--- src/hw/rv_consts.svh ---
`ifndef RV_CONSTS_SVH
`define RV_CONSTS_SVH

// Datapath widths and reset vector
`define RV_XLEN     32
`define RV_REG_AW   5
`define RV_RESET_PC 32'h0000_0000

// ----------------------------------------
// Major opcodes, instr[6:0]
// ----------------------------------------
`define RV_OP_OP     7'b0110011
`define RV_OP_OPIMM  7'b0010011
`define RV_OP_LUI    7'b0110111
`define RV_OP_LOAD   7'b0000011
`define RV_OP_STORE  7'b0100011
`define RV_OP_BRANCH 7'b1100011
`define RV_OP_JAL    7'b1101111
`define RV_OP_SYSTEM 7'b1110011

// ALU funct3, SUB and SRA share codes with ADD and SRL
`define RV_F3_ADD  3'b000
`define RV_F3_SLL  3'b001
`define RV_F3_SLT  3'b010
`define RV_F3_SLTU 3'b011
`define RV_F3_XOR  3'b100
`define RV_F3_SRL  3'b101
`define RV_F3_OR   3'b110
`define RV_F3_AND  3'b111

// Branch funct3
`define RV_F3_BEQ 3'b000
`define RV_F3_BNE 3'b001
`define RV_F3_BLT 3'b100
`define RV_F3_BGE 3'b101

// Word access width, CSR read-set, alternate funct7
`define RV_F3_WORD  3'b010
`define RV_F3_CSRRS 3'b010
`define RV_F7_ALT   7'b0100000

// Full EBREAK encoding
`define RV_INSTR_EBREAK 32'h0010_0073

// Zicntr CSR numbers
`define RV_CSR_CYCLE   12'hC00
`define RV_CSR_INSTRET 12'hC02

`endif

--- src/hw/rv_pkg.sv ---
`default_nettype none

`include "rv_consts.svh"

package rv_pkg;

  // Architectural value, address or data
  typedef logic [`RV_XLEN-1:0] word_t;

  // Register index
  typedef logic [`RV_REG_AW-1:0] reg_addr_t;

  // ----------------------------------------
  // Enums
  // ----------------------------------------

  // Instruction class as seen by the sequencer
  typedef enum logic [3:0] {
    CLS_ALU,
    CLS_LUI,
    CLS_LOAD,
    CLS_STORE,
    CLS_BRANCH,
    CLS_JAL,
    CLS_CSR,
    CLS_EBREAK,
    CLS_ILLEGAL
  } op_class_t;

  typedef enum logic [3:0] {
    ALU_ADD,
    ALU_SUB,
    ALU_AND,
    ALU_OR,
    ALU_XOR,
    ALU_SLT,
    ALU_SLTU,
    ALU_SLL,
    ALU_SRL,
    ALU_SRA
  } alu_op_t;

  // LT and GE are signed
  typedef enum logic [1:0] {
    BR_EQ,
    BR_NE,
    BR_LT,
    BR_GE
  } br_cond_t;

  typedef enum logic {
    CSR_CYCLE,
    CSR_INSTRET
  } csr_sel_t;

  typedef enum logic [1:0] {
    ST_FETCH,
    ST_EXECUTE,
    ST_MEMORY,
    ST_HALTED
  } ctrl_state_t;

  // ----------------------------------------
  // Bus and decode structs
  // ----------------------------------------

  // Request held stable until its response
  typedef struct packed {
    logic  valid;
    logic  we;
    word_t addr;
    word_t wdata;
  } mem_req_t;

  typedef struct packed {
    logic  valid;
    word_t rdata;
  } mem_rsp_t;

  typedef struct packed {
    op_class_t op_class;
    alu_op_t   alu_op;
    br_cond_t  br_cond;
    csr_sel_t  csr_sel;
    logic      use_imm;
    reg_addr_t rd;
    reg_addr_t rs1;
    reg_addr_t rs2;
    word_t     imm;
  } decode_t;

endpackage

`default_nettype wire

--- src/hw/rv_regfile.sv ---
`timescale 1ns/1ps
`default_nettype none

`include "rv_consts.svh"

// 32 x 32 register file, x0 reads as zero
module rv_regfile (
  input  logic                 clk,
  input  logic [`RV_REG_AW-1:0] rs1,
  input  logic [`RV_REG_AW-1:0] rs2,
  input  logic [`RV_REG_AW-1:0] rd,
  input  logic                 we,
  input  logic [`RV_XLEN-1:0]   wdata,
  output logic [`RV_XLEN-1:0]   rs1_data,
  output logic [`RV_XLEN-1:0]   rs2_data
);

  logic [`RV_XLEN-1:0] regs [2**`RV_REG_AW];

  // Combinational read ports
  assign rs1_data = (rs1 == '0) ? '0 : regs[rs1];
  assign rs2_data = (rs2 == '0) ? '0 : regs[rs2];

  // Single write port, x0 writes dropped
  always_ff @(posedge clk) begin
    if (we && (rd != '0)) begin
      regs[rd] <= wdata;
    end
  end

endmodule

`default_nettype wire

--- src/hw/rv_decode.sv ---
`timescale 1ns/1ps
`default_nettype none

`include "rv_consts.svh"

// Combinational decode of the instruction register
module rv_decode (
  input  rv_pkg::word_t   instr,
  output rv_pkg::decode_t dec
);
  import rv_pkg::*;

  logic [6:0]  opcode;
  logic [2:0]  funct3;
  logic [6:0]  funct7;
  logic [11:0] csr_num;

  // Immediates per format
  word_t imm_i;
  word_t imm_s;
  word_t imm_b;
  word_t imm_u;
  word_t imm_j;

  // ALU op implied by funct3 with funct7 clear
  alu_op_t f3_alu;

  assign opcode  = instr[6:0];
  assign funct3  = instr[14:12];
  assign funct7  = instr[31:25];
  assign csr_num = instr[31:20];

  assign imm_i = {{20{instr[31]}}, instr[31:20]};
  assign imm_s = {{20{instr[31]}}, instr[31:25], instr[11:7]};
  assign imm_b = {{19{instr[31]}}, instr[31], instr[7], instr[30:25], instr[11:8], 1'b0};
  assign imm_u = {instr[31:12], 12'b0};
  assign imm_j = {{11{instr[31]}}, instr[31], instr[19:12], instr[20], instr[30:21], 1'b0};

  always_comb begin
    case (funct3)
      `RV_F3_ADD:  f3_alu = ALU_ADD;
      `RV_F3_SLL:  f3_alu = ALU_SLL;
      `RV_F3_SLT:  f3_alu = ALU_SLT;
      `RV_F3_SLTU: f3_alu = ALU_SLTU;
      `RV_F3_XOR:  f3_alu = ALU_XOR;
      `RV_F3_SRL:  f3_alu = ALU_SRL;
      `RV_F3_OR:   f3_alu = ALU_OR;
      default:     f3_alu = ALU_AND;
    endcase
  end

  // ----------------------------------------
  // Classification, anything not matched is ILLEGAL
  // ----------------------------------------
  always_comb begin
    dec.op_class = CLS_ILLEGAL;
    dec.alu_op   = f3_alu;
    dec.br_cond  = BR_EQ;
    dec.csr_sel  = CSR_CYCLE;
    dec.use_imm  = 1'b0;
    dec.rd       = instr[11:7];
    dec.rs1      = instr[19:15];
    dec.rs2      = instr[24:20];
    dec.imm      = imm_i;
    case (opcode)
      `RV_OP_OP: begin
        if (funct7 == 7'b0) begin
          dec.op_class = CLS_ALU;
        end else if (funct7 == `RV_F7_ALT && funct3 == `RV_F3_ADD) begin
          dec.op_class = CLS_ALU;
          dec.alu_op   = ALU_SUB;
        end else if (funct7 == `RV_F7_ALT && funct3 == `RV_F3_SRL) begin
          dec.op_class = CLS_ALU;
          dec.alu_op   = ALU_SRA;
        end
      end
      `RV_OP_OPIMM: begin
        dec.use_imm = 1'b1;
        // Shift immediates carry funct7 in imm[11:5]
        if (funct3 == `RV_F3_SLL) begin
          if (funct7 == 7'b0) dec.op_class = CLS_ALU;
        end else if (funct3 == `RV_F3_SRL) begin
          if (funct7 == 7'b0) dec.op_class = CLS_ALU;
          if (funct7 == `RV_F7_ALT) begin
            dec.op_class = CLS_ALU;
            dec.alu_op   = ALU_SRA;
          end
        end else begin
          dec.op_class = CLS_ALU;
        end
      end
      `RV_OP_LUI: begin
        dec.op_class = CLS_LUI;
        dec.imm      = imm_u;
      end
      // Word accesses only
      `RV_OP_LOAD: begin
        if (funct3 == `RV_F3_WORD) dec.op_class = CLS_LOAD;
      end
      `RV_OP_STORE: begin
        dec.imm = imm_s;
        if (funct3 == `RV_F3_WORD) dec.op_class = CLS_STORE;
      end
      `RV_OP_BRANCH: begin
        dec.imm      = imm_b;
        dec.op_class = CLS_BRANCH;
        case (funct3)
          `RV_F3_BEQ: dec.br_cond = BR_EQ;
          `RV_F3_BNE: dec.br_cond = BR_NE;
          `RV_F3_BLT: dec.br_cond = BR_LT;
          `RV_F3_BGE: dec.br_cond = BR_GE;
          default:    dec.op_class = CLS_ILLEGAL;
        endcase
      end
      `RV_OP_JAL: begin
        dec.op_class = CLS_JAL;
        dec.imm      = imm_j;
      end
      `RV_OP_SYSTEM: begin
        // RDCYCLE and RDINSTRET are CSRRS rd, csr, x0
        if (instr == `RV_INSTR_EBREAK) begin
          dec.op_class = CLS_EBREAK;
        end else if (funct3 == `RV_F3_CSRRS && instr[19:15] == 5'd0) begin
          if (csr_num == `RV_CSR_CYCLE) begin
            dec.op_class = CLS_CSR;
          end else if (csr_num == `RV_CSR_INSTRET) begin
            dec.op_class = CLS_CSR;
            dec.csr_sel  = CSR_INSTRET;
          end
        end
      end
      default: dec.op_class = CLS_ILLEGAL;
    endcase
  end

endmodule

`default_nettype wire

--- src/hw/rv_execute.sv ---
`timescale 1ns/1ps
`default_nettype none

// ALU, branch compare, address generation, writeback select
module rv_execute (
  input  rv_pkg::decode_t dec,
  input  rv_pkg::word_t   pc,
  input  rv_pkg::word_t   rs1_data,
  input  rv_pkg::word_t   rs2_data,
  input  rv_pkg::word_t   load_data,
  input  rv_pkg::word_t   cycle,
  input  rv_pkg::word_t   instret,
  output rv_pkg::word_t   rd_value,
  output rv_pkg::word_t   mem_addr,
  output rv_pkg::word_t   branch_target,
  output logic            branch_taken
);
  import rv_pkg::*;

  word_t op_b;
  word_t alu_result;
  logic  cond_true;

  assign op_b = dec.use_imm ? dec.imm : rs2_data;

  // ----------------------------------------
  // ALU
  // ----------------------------------------
  always_comb begin
    case (dec.alu_op)
      ALU_ADD:  alu_result = rs1_data + op_b;
      ALU_SUB:  alu_result = rs1_data - op_b;
      ALU_AND:  alu_result = rs1_data & op_b;
      ALU_OR:   alu_result = rs1_data | op_b;
      ALU_XOR:  alu_result = rs1_data ^ op_b;
      ALU_SLT:  alu_result = ($signed(rs1_data) < $signed(op_b)) ? word_t'(1) : '0;
      ALU_SLTU: alu_result = (rs1_data < op_b) ? word_t'(1) : '0;
      // Shift amount is the low five bits
      ALU_SLL:  alu_result = rs1_data << op_b[4:0];
      ALU_SRL:  alu_result = rs1_data >> op_b[4:0];
      ALU_SRA:  alu_result = word_t'($signed(rs1_data) >>> op_b[4:0]);
      default:  alu_result = '0;
    endcase
  end

  // Branch compare always on rs1 and rs2
  always_comb begin
    case (dec.br_cond)
      BR_EQ:   cond_true = (rs1_data == rs2_data);
      BR_NE:   cond_true = (rs1_data != rs2_data);
      BR_LT:   cond_true = ($signed(rs1_data) < $signed(rs2_data));
      default: cond_true = ($signed(rs1_data) >= $signed(rs2_data));
    endcase
  end

  assign branch_taken  = (dec.op_class == CLS_JAL) ||
                         ((dec.op_class == CLS_BRANCH) && cond_true);
  assign branch_target = pc + dec.imm;
  assign mem_addr      = rs1_data + dec.imm;

  // Writeback value by class
  always_comb begin
    case (dec.op_class)
      CLS_ALU:  rd_value = alu_result;
      CLS_LUI:  rd_value = dec.imm;
      CLS_JAL:  rd_value = pc + 32'd4;
      CLS_LOAD: rd_value = load_data;
      CLS_CSR:  rd_value = (dec.csr_sel == CSR_CYCLE) ? cycle : instret;
      default:  rd_value = '0;
    endcase
  end

endmodule

`default_nettype wire

--- src/hw/rv_counters.sv ---
`timescale 1ns/1ps
`default_nettype none

// Zicntr cycle and instret, low 32 bits
module rv_counters (
  input  logic          clk,
  input  logic          rst_n,
  input  logic          retire,
  input  logic          halted,
  output rv_pkg::word_t cycle,
  output rv_pkg::word_t instret
);

  // ----------------------------------------
  // Counters
  // ----------------------------------------
  always_ff @(posedge clk) begin
    if (!rst_n) begin
      cycle   <= '0;
      instret <= '0;
    end else begin
      // Cycle freezes once the core halts
      if (!halted) begin
        cycle <= cycle + 32'd1;
      end
      // A reader sees the count before its own retire
      if (retire) begin
        instret <= instret + 32'd1;
      end
    end
  end

endmodule

`default_nettype wire

--- src/hw/rv_control.sv ---
`timescale 1ns/1ps
`default_nettype none

`include "rv_consts.svh"

// Sequencer: FETCH -> EXECUTE -> (MEMORY) -> FETCH, or HALTED
module rv_control (
  input  logic             clk,
  input  logic             rst_n,
  input  rv_pkg::mem_rsp_t imem_rsp,
  input  rv_pkg::mem_rsp_t dmem_rsp,
  input  rv_pkg::decode_t  dec,
  input  logic             branch_taken,
  input  rv_pkg::word_t    branch_target,
  input  rv_pkg::word_t    mem_addr,
  input  rv_pkg::word_t    store_data,
  output rv_pkg::mem_req_t imem_req,
  output rv_pkg::mem_req_t dmem_req,
  output rv_pkg::word_t    instr,
  output rv_pkg::word_t    pc,
  output logic             rf_we,
  output logic             retire,
  output logic             halted,
  output logic             ebreak,
  output logic             trap
);
  import rv_pkg::*;

  ctrl_state_t state;

  // Request valids, registered so they only move on a clock edge
  logic imem_valid;
  logic dmem_valid;

  word_t pc_plus4;
  word_t pc_next;

  logic fetch_done;
  logic mem_done;
  logic is_mem;
  logic is_halt;
  logic writes_rd;

  // ----------------------------------------
  // Decode-derived control
  // ----------------------------------------
  assign is_mem    = (dec.op_class == CLS_LOAD) || (dec.op_class == CLS_STORE);
  assign is_halt   = (dec.op_class == CLS_EBREAK) || (dec.op_class == CLS_ILLEGAL);
  assign writes_rd = (dec.op_class == CLS_ALU) || (dec.op_class == CLS_LUI) ||
                     (dec.op_class == CLS_JAL) || (dec.op_class == CLS_CSR);

  // Response completes the outstanding request
  assign fetch_done = (state == ST_FETCH) && imem_valid && imem_rsp.valid;
  assign mem_done   = (state == ST_MEMORY) && dmem_valid && dmem_rsp.valid;

  // Only branches and JAL ever raise branch_taken
  assign pc_plus4 = pc + 32'd4;
  assign pc_next  = branch_taken ? branch_target : pc_plus4;

  // Non-memory ops write in EXECUTE, a load at its response
  assign rf_we  = ((state == ST_EXECUTE) && writes_rd) ||
                  (mem_done && (dec.op_class == CLS_LOAD));
  assign retire = ((state == ST_EXECUTE) && !is_mem && !is_halt) || mem_done;
  assign halted = (state == ST_HALTED);

  // ----------------------------------------
  // Memory ports
  // ----------------------------------------
  always_comb begin
    imem_req.valid = imem_valid;
    imem_req.we    = 1'b0;
    imem_req.addr  = pc;
    imem_req.wdata = '0;
    // Address and data hold because IR and registers hold in MEMORY
    dmem_req.valid = dmem_valid;
    dmem_req.we    = (dec.op_class == CLS_STORE);
    dmem_req.addr  = mem_addr;
    dmem_req.wdata = store_data;
  end

  // ----------------------------------------
  // State machine
  // ----------------------------------------
  always_ff @(posedge clk) begin
    if (!rst_n) begin
      state      <= ST_FETCH;
      pc         <= `RV_RESET_PC;
      imem_valid <= 1'b0;
      dmem_valid <= 1'b0;
      ebreak     <= 1'b0;
      trap       <= 1'b0;
    end else begin
      case (state)
        ST_FETCH: begin
          // First fetch after reset raises valid here
          if (!imem_valid) begin
            imem_valid <= 1'b1;
          end else if (fetch_done) begin
            imem_valid <= 1'b0;
            state      <= ST_EXECUTE;
          end
        end
        ST_EXECUTE: begin
          if (is_halt) begin
            state  <= ST_HALTED;
            ebreak <= (dec.op_class == CLS_EBREAK);
            trap   <= (dec.op_class == CLS_ILLEGAL);
          end else if (is_mem) begin
            state      <= ST_MEMORY;
            dmem_valid <= 1'b1;
          end else begin
            state      <= ST_FETCH;
            pc         <= pc_next;
            imem_valid <= 1'b1;
          end
        end
        ST_MEMORY: begin
          if (mem_done) begin
            state      <= ST_FETCH;
            pc         <= pc_plus4;
            dmem_valid <= 1'b0;
            imem_valid <= 1'b1;
          end
        end
        // HALTED holds until reset
        default: state <= ST_HALTED;
      endcase
    end
  end

  // Instruction register
  always_ff @(posedge clk) begin
    if (fetch_done) begin
      instr <= imem_rsp.rdata;
    end
  end

endmodule

`default_nettype wire

--- src/hw/rv_core.sv ---
`timescale 1ns/1ps
`default_nettype none

// Multi-cycle RV32I core, one instruction in flight
module rv_core (
  input  logic             clk,
  input  logic             rst_n,
  output rv_pkg::mem_req_t imem_req,
  input  rv_pkg::mem_rsp_t imem_rsp,
  output rv_pkg::mem_req_t dmem_req,
  input  rv_pkg::mem_rsp_t dmem_rsp,
  output logic             ebreak,
  output logic             trap
);
  import rv_pkg::*;

  // Decode of the instruction register
  decode_t dec;
  word_t   instr;
  word_t   pc;

  // Register file read data
  word_t rs1_data;
  word_t rs2_data;

  // Execute results
  word_t rd_value;
  word_t mem_addr;
  word_t branch_target;
  logic  branch_taken;

  // Sequencer strobes
  logic rf_we;
  logic retire;
  logic halted;

  // Zicntr values
  word_t cycle;
  word_t instret;

  // ----------------------------------------
  // Sequencer
  // ----------------------------------------
  rv_control u_control (
    .clk          (clk),
    .rst_n        (rst_n),
    .imem_rsp     (imem_rsp),
    .dmem_rsp     (dmem_rsp),
    .dec          (dec),
    .branch_taken (branch_taken),
    .branch_target(branch_target),
    .mem_addr     (mem_addr),
    .store_data   (rs2_data),
    .imem_req     (imem_req),
    .dmem_req     (dmem_req),
    .instr        (instr),
    .pc           (pc),
    .rf_we        (rf_we),
    .retire       (retire),
    .halted       (halted),
    .ebreak       (ebreak),
    .trap         (trap)
  );

  rv_decode u_decode (
    .instr(instr),
    .dec  (dec)
  );

  // Write port takes rd straight from decode
  rv_regfile u_regfile (
    .clk     (clk),
    .rs1     (dec.rs1),
    .rs2     (dec.rs2),
    .rd      (dec.rd),
    .we      (rf_we),
    .wdata   (rd_value),
    .rs1_data(rs1_data),
    .rs2_data(rs2_data)
  );

  // Load data comes from the data response in its valid cycle
  rv_execute u_execute (
    .dec          (dec),
    .pc           (pc),
    .rs1_data     (rs1_data),
    .rs2_data     (rs2_data),
    .load_data    (dmem_rsp.rdata),
    .cycle        (cycle),
    .instret      (instret),
    .rd_value     (rd_value),
    .mem_addr     (mem_addr),
    .branch_target(branch_target),
    .branch_taken (branch_taken)
  );

  rv_counters u_counters (
    .clk    (clk),
    .rst_n  (rst_n),
    .retire (retire),
    .halted (halted),
    .cycle  (cycle),
    .instret(instret)
  );

endmodule

`default_nettype wire

--- config.mk ---
export PLATFORM = sky130hd
export DESIGN_NAME = rv_core
export DESIGN_NICKNAME = d
export VERILOG_FILES = /design/src/hw/rv_pkg.sv /design/src/hw/rv_regfile.sv /design/src/hw/rv_decode.sv /design/src/hw/rv_execute.sv /design/src/hw/rv_counters.sv /design/src/hw/rv_control.sv /design/src/hw/rv_core.sv
export VERILOG_INCLUDE_DIRS = /design/src /design/src/hw
export SDC_FILE = /design/constraint.sdc
export NUM_CORES = 2
export LEC_CHECK = 0
export ABC_AREA = 0
export CAP_MARGIN = 20
export CORE_ASPECT_RATIO = 1.25
export CORE_UTILIZATION = 40
export CTS_BUF_LIST = sky130_fd_sc_hd__clkbuf_4
export CTS_CLUSTER_SIZE = 28
export DETAILED_ROUTE_END_ITERATION = 10
export DONT_BUFFER_PORTS = 1
export HOLD_SLACK_MARGIN = 0.02
export PLACE_DENSITY_LB_ADDON = 0.12
export SLEW_MARGIN = 20
export SYNTH_ARGS = -nofsm -noshare
export SYNTH_HDL_FRONTEND = slang
export SYNTH_SLANG_ARGS = --single-unit
--- constraint.sdc ---
create_clock -name clk -period 19.9 [get_ports clk]
set_clock_uncertainty 0.2 [all_clocks]
set_input_delay 0.995 -clock clk [delete_from_list [all_inputs] [get_ports clk]]
set_output_delay 0.995 -clock clk [all_outputs]
set_load 0.02 [all_outputs]
==> metrics.yaml <==
power_density_nw_per_um2: 141
area_growth_pct: 10.5
period_minus_slack_ns: 10.92
viasPerCell: 6.53
drc: 0
r2r_cells: 22
synth_cell_types: 113
critPathArrivalTime_ns: 11.58
holdWs_ns: 0.161
tns_ns: 0
p_leak_uw: 0.0266
grt.overflow.total: 0
synth-seq-area-share: 0.489
path_class: "flip-flop to flip-flop"
syn-cell-area_um2: 69400
r2r_slack_ns: 8.98
drv_slew: 0
port_buffers: 0
synthCells: 5363
slew_headroom: 0.134
hold_violations: 0
fin_util: 0.446
cts-root-buf: "clkbuf_4"
vias: 52800
path_clk_slew_ns: 0.07
wl_um: 293000
worst_slack_ns: 8.98
die_h_um: 468
vdd_drop_max_uv: 74.4
core_area_um2: 172000
synth_seq_cells: 1168
cp.required_ns: 20.57
post-place-ws_ns: 8.41
detail-route-antenna-nets: 0
num_rows: 170
die_x_um: 375
critPathCaptureType: "flip-flop"
grtUsageTotal: 0.329
max_freq_ghz: 0.0916
critPathMaxFanout: 46
async_flop_share: 0
avgRoutedWirePerCell_um: 36.3
antenna_found_initial: 17
min_to: "u_control.instr[25]"
syn_avg_cell_area_um2: 12.9
cts_tree: "built"
hold_start: "imem_rsp[25]"
globalplace.congestion: 1.03
drive_gt1_frac: 0.235
drt_iter0_drc: 5959
post-route-period-util: 0.549
status: "completed"
hp-class: "primary input to flip-flop"
max_slew.worst_pin.slew_ns: 1.30
dp.final_hpwl_um: 197000
firstDrtPassIters: 6
clock_path_buffers: 4
hold_depth: 1
cts.sinks: 1168
grt_pass1_vias: 51700
setup_violations: 0
rsz0062_at_grt: "false"
fin_nets: 5891
grt_max_degree: 79
cp-start-kind: "flip-flop"
synth_edf_count: 1056
htreeDepth: 5
clk_latency_ns: 1.32
cap_viol_max_count: 0
initial_core_util: 0.403
fp.dieArea_um2: 175000
ios: 202
dominantRegCellSynth: "edfxtp_1"
numCtsBuffers: 320
yosysWarnings: 0
regToRegEndpoint: "u_regfile.regs[4][0]"
post_cts.resized_instances: 0
grt_pass1_wl_um: 404000
-- worst max-delay path: stages, from the launching register on --
cell	delay, ns
dfxtp_4	0.65
buf_4	0.66
buf_4	0.81
buf_4	0.73
buf_4	0.74
buf_4	0.73
mux4_2	0.58
mux4_2	0.47
nand2_1	0.09
a21oi_1	0.18
buf_4	0.27
nand2_1	0.07
a21boi_0	0.38
ha_1	0.42
nor3_1	0.21
nor2_1	0.08
o2111ai_1	0.16
a21oi_1	0.18
o211ai_1	0.39
a21oi_1	0.20
o311ai_0	0.74
nand3_1	0.51
a31oi_4	0.83
-- how the worst max path moves through the flow --
stage	startpoint	end	slack (ns)	cells past startpoint
final	flip-flop	u_regfile.regs[4][0]	8.98	22
after detailed placement	flip-flop	u_regfile.regs[11][24]	8.41	24
after floorplan	flip-flop	u_regfile.regs[0][31]	12.46	25
after CTS	flip-flop	u_regfile.regs[26][24]	8.38	24
after global placement	flip-flop	u_regfile.regs[11][24]	8.42	24
after global routing	flip-flop	u_regfile.regs[1][0]	8.24	22
-- area by class of cell --
type,instances,area [µm²]
well taps,2236,2800
repair buffers,252,2040
flip-flops and latches,1168,34000
diodes,25,62.6
inverters,168,636
fillers,15800,95400
clock inverters,90,435
clock buffers,434,3260
multi-input cells,3708,33500
-- placed cells by master (no fill, tap or decap), drive strengths merged, types with 29 or more instances in the layout --
master          n
a21oi         281
conb           65
dfxtp         112
and3           40
nand2b         47
or3            31
mux4          498
ha            201
a221oi         29
mux2i         327
clkbuf        434
o211ai         38
a22oi         109
nand3         120
and2           33
o22ai          39
a31oi          33
a21o           64
buf           209
inv           172
xor2           69
xnor2          83
clkinv         82
nor3           70
mux2           51
a211oi         78
nor2          366
edfxtp       1056
dlygate4sd3    43
nor2b          49
nand4          35
o21ai         230
nand2         359
-- cell usage after synthesis (77+ instances only) --
| cell type | count | area share |
|---|---|---|
| a21oi_1 | 279 | 0.020 |
| nor2_1 | 364 | 0.020 |
| a211oi_1 | 77 | 0.0083 |
| nand3_1 | 119 | 0.0086 |
| nand2_1 | 359 | 0.019 |
| mux4_2 | 498 | 0.16 |
| ha_1 | 201 | 0.036 |
| buf_2 | 102 | 0.0074 |
| dfxtp_1 | 112 | 0.032 |
| clkbuf_1 | 156 | 0.0084 |
| edfxtp_1 | 1056 | 0.46 |
| o21ai_0 | 214 | 0.015 |
| inv_1 | 154 | 0.0083 |
| mux2i_1 | 325 | 0.047 |
| xnor2_1 | 83 | 0.010 |
| a22oi_1 | 107 | 0.012 |
-- state kept, by name (all words and copies together) (netlist names), named ones only --
name / flops
u_control.ebreak: 1
u_control.trap: 1
u_control.instr: 32
u_control.dmem_valid: 1
u_counters.cycle: 32
u_control.state: 2
u_regfile.regs: 1024
u_control.imem_valid: 1
u_counters.instret: 32
u_control.pc: 32
-- per-layer routing --
metal	GRT usage	vias up	routed length (µm)
li1	-	21800	-
met3	0.0709	671	25600
met4	0.186	8	18300
met2	0.519	3014	135000
met1	0.421	27200	114000
met5	0	-	55
-- through the flow --
step           power, µW  instances  instance area (µm²)
6_report           10800       8081                76700
5_1_grt            11200       8064                76700
3_3_place_gp        8630       7488                72500
4_1_cts            10700       8055                76600
2_1_floorplan       6680       5427                69700
3_5_place_dp        8600       7488                72500
-- logic make-up (layout without fill, tap and decap cells) --
family                   Yosys count  after routing  synth area share
AO/OA/AOI/OAI                   1143           1143             0.109
XOR/XNOR                         152            152            0.0192
adder cells (fa/ha/maj)          205            205            0.0374
buffers and inverters            551            944            0.0396
flip-flops                      1168           1168             0.489
multiplexers                     876            876             0.217
other                              1             90         0.0000540
AND/OR/NAND/NOR                 1267           1267            0.0883
-- power breakdown --
group          total (µW)  switching, µW  internal, µW
logic                5870           3870          2000
registers            2840            106          2740
clock network        2070           1020          1040
total               10800           5000          5780
-- what timing repair did --
| item | in CTS | in global routing |
|---|---|---|
| hold buffers | 43 | 0 |
| endpoints found under the hold margin | 71 | 0 |
| buffers inserted | 0 | 0 |
Note: power is estimated with default switching activity, not from simulation.
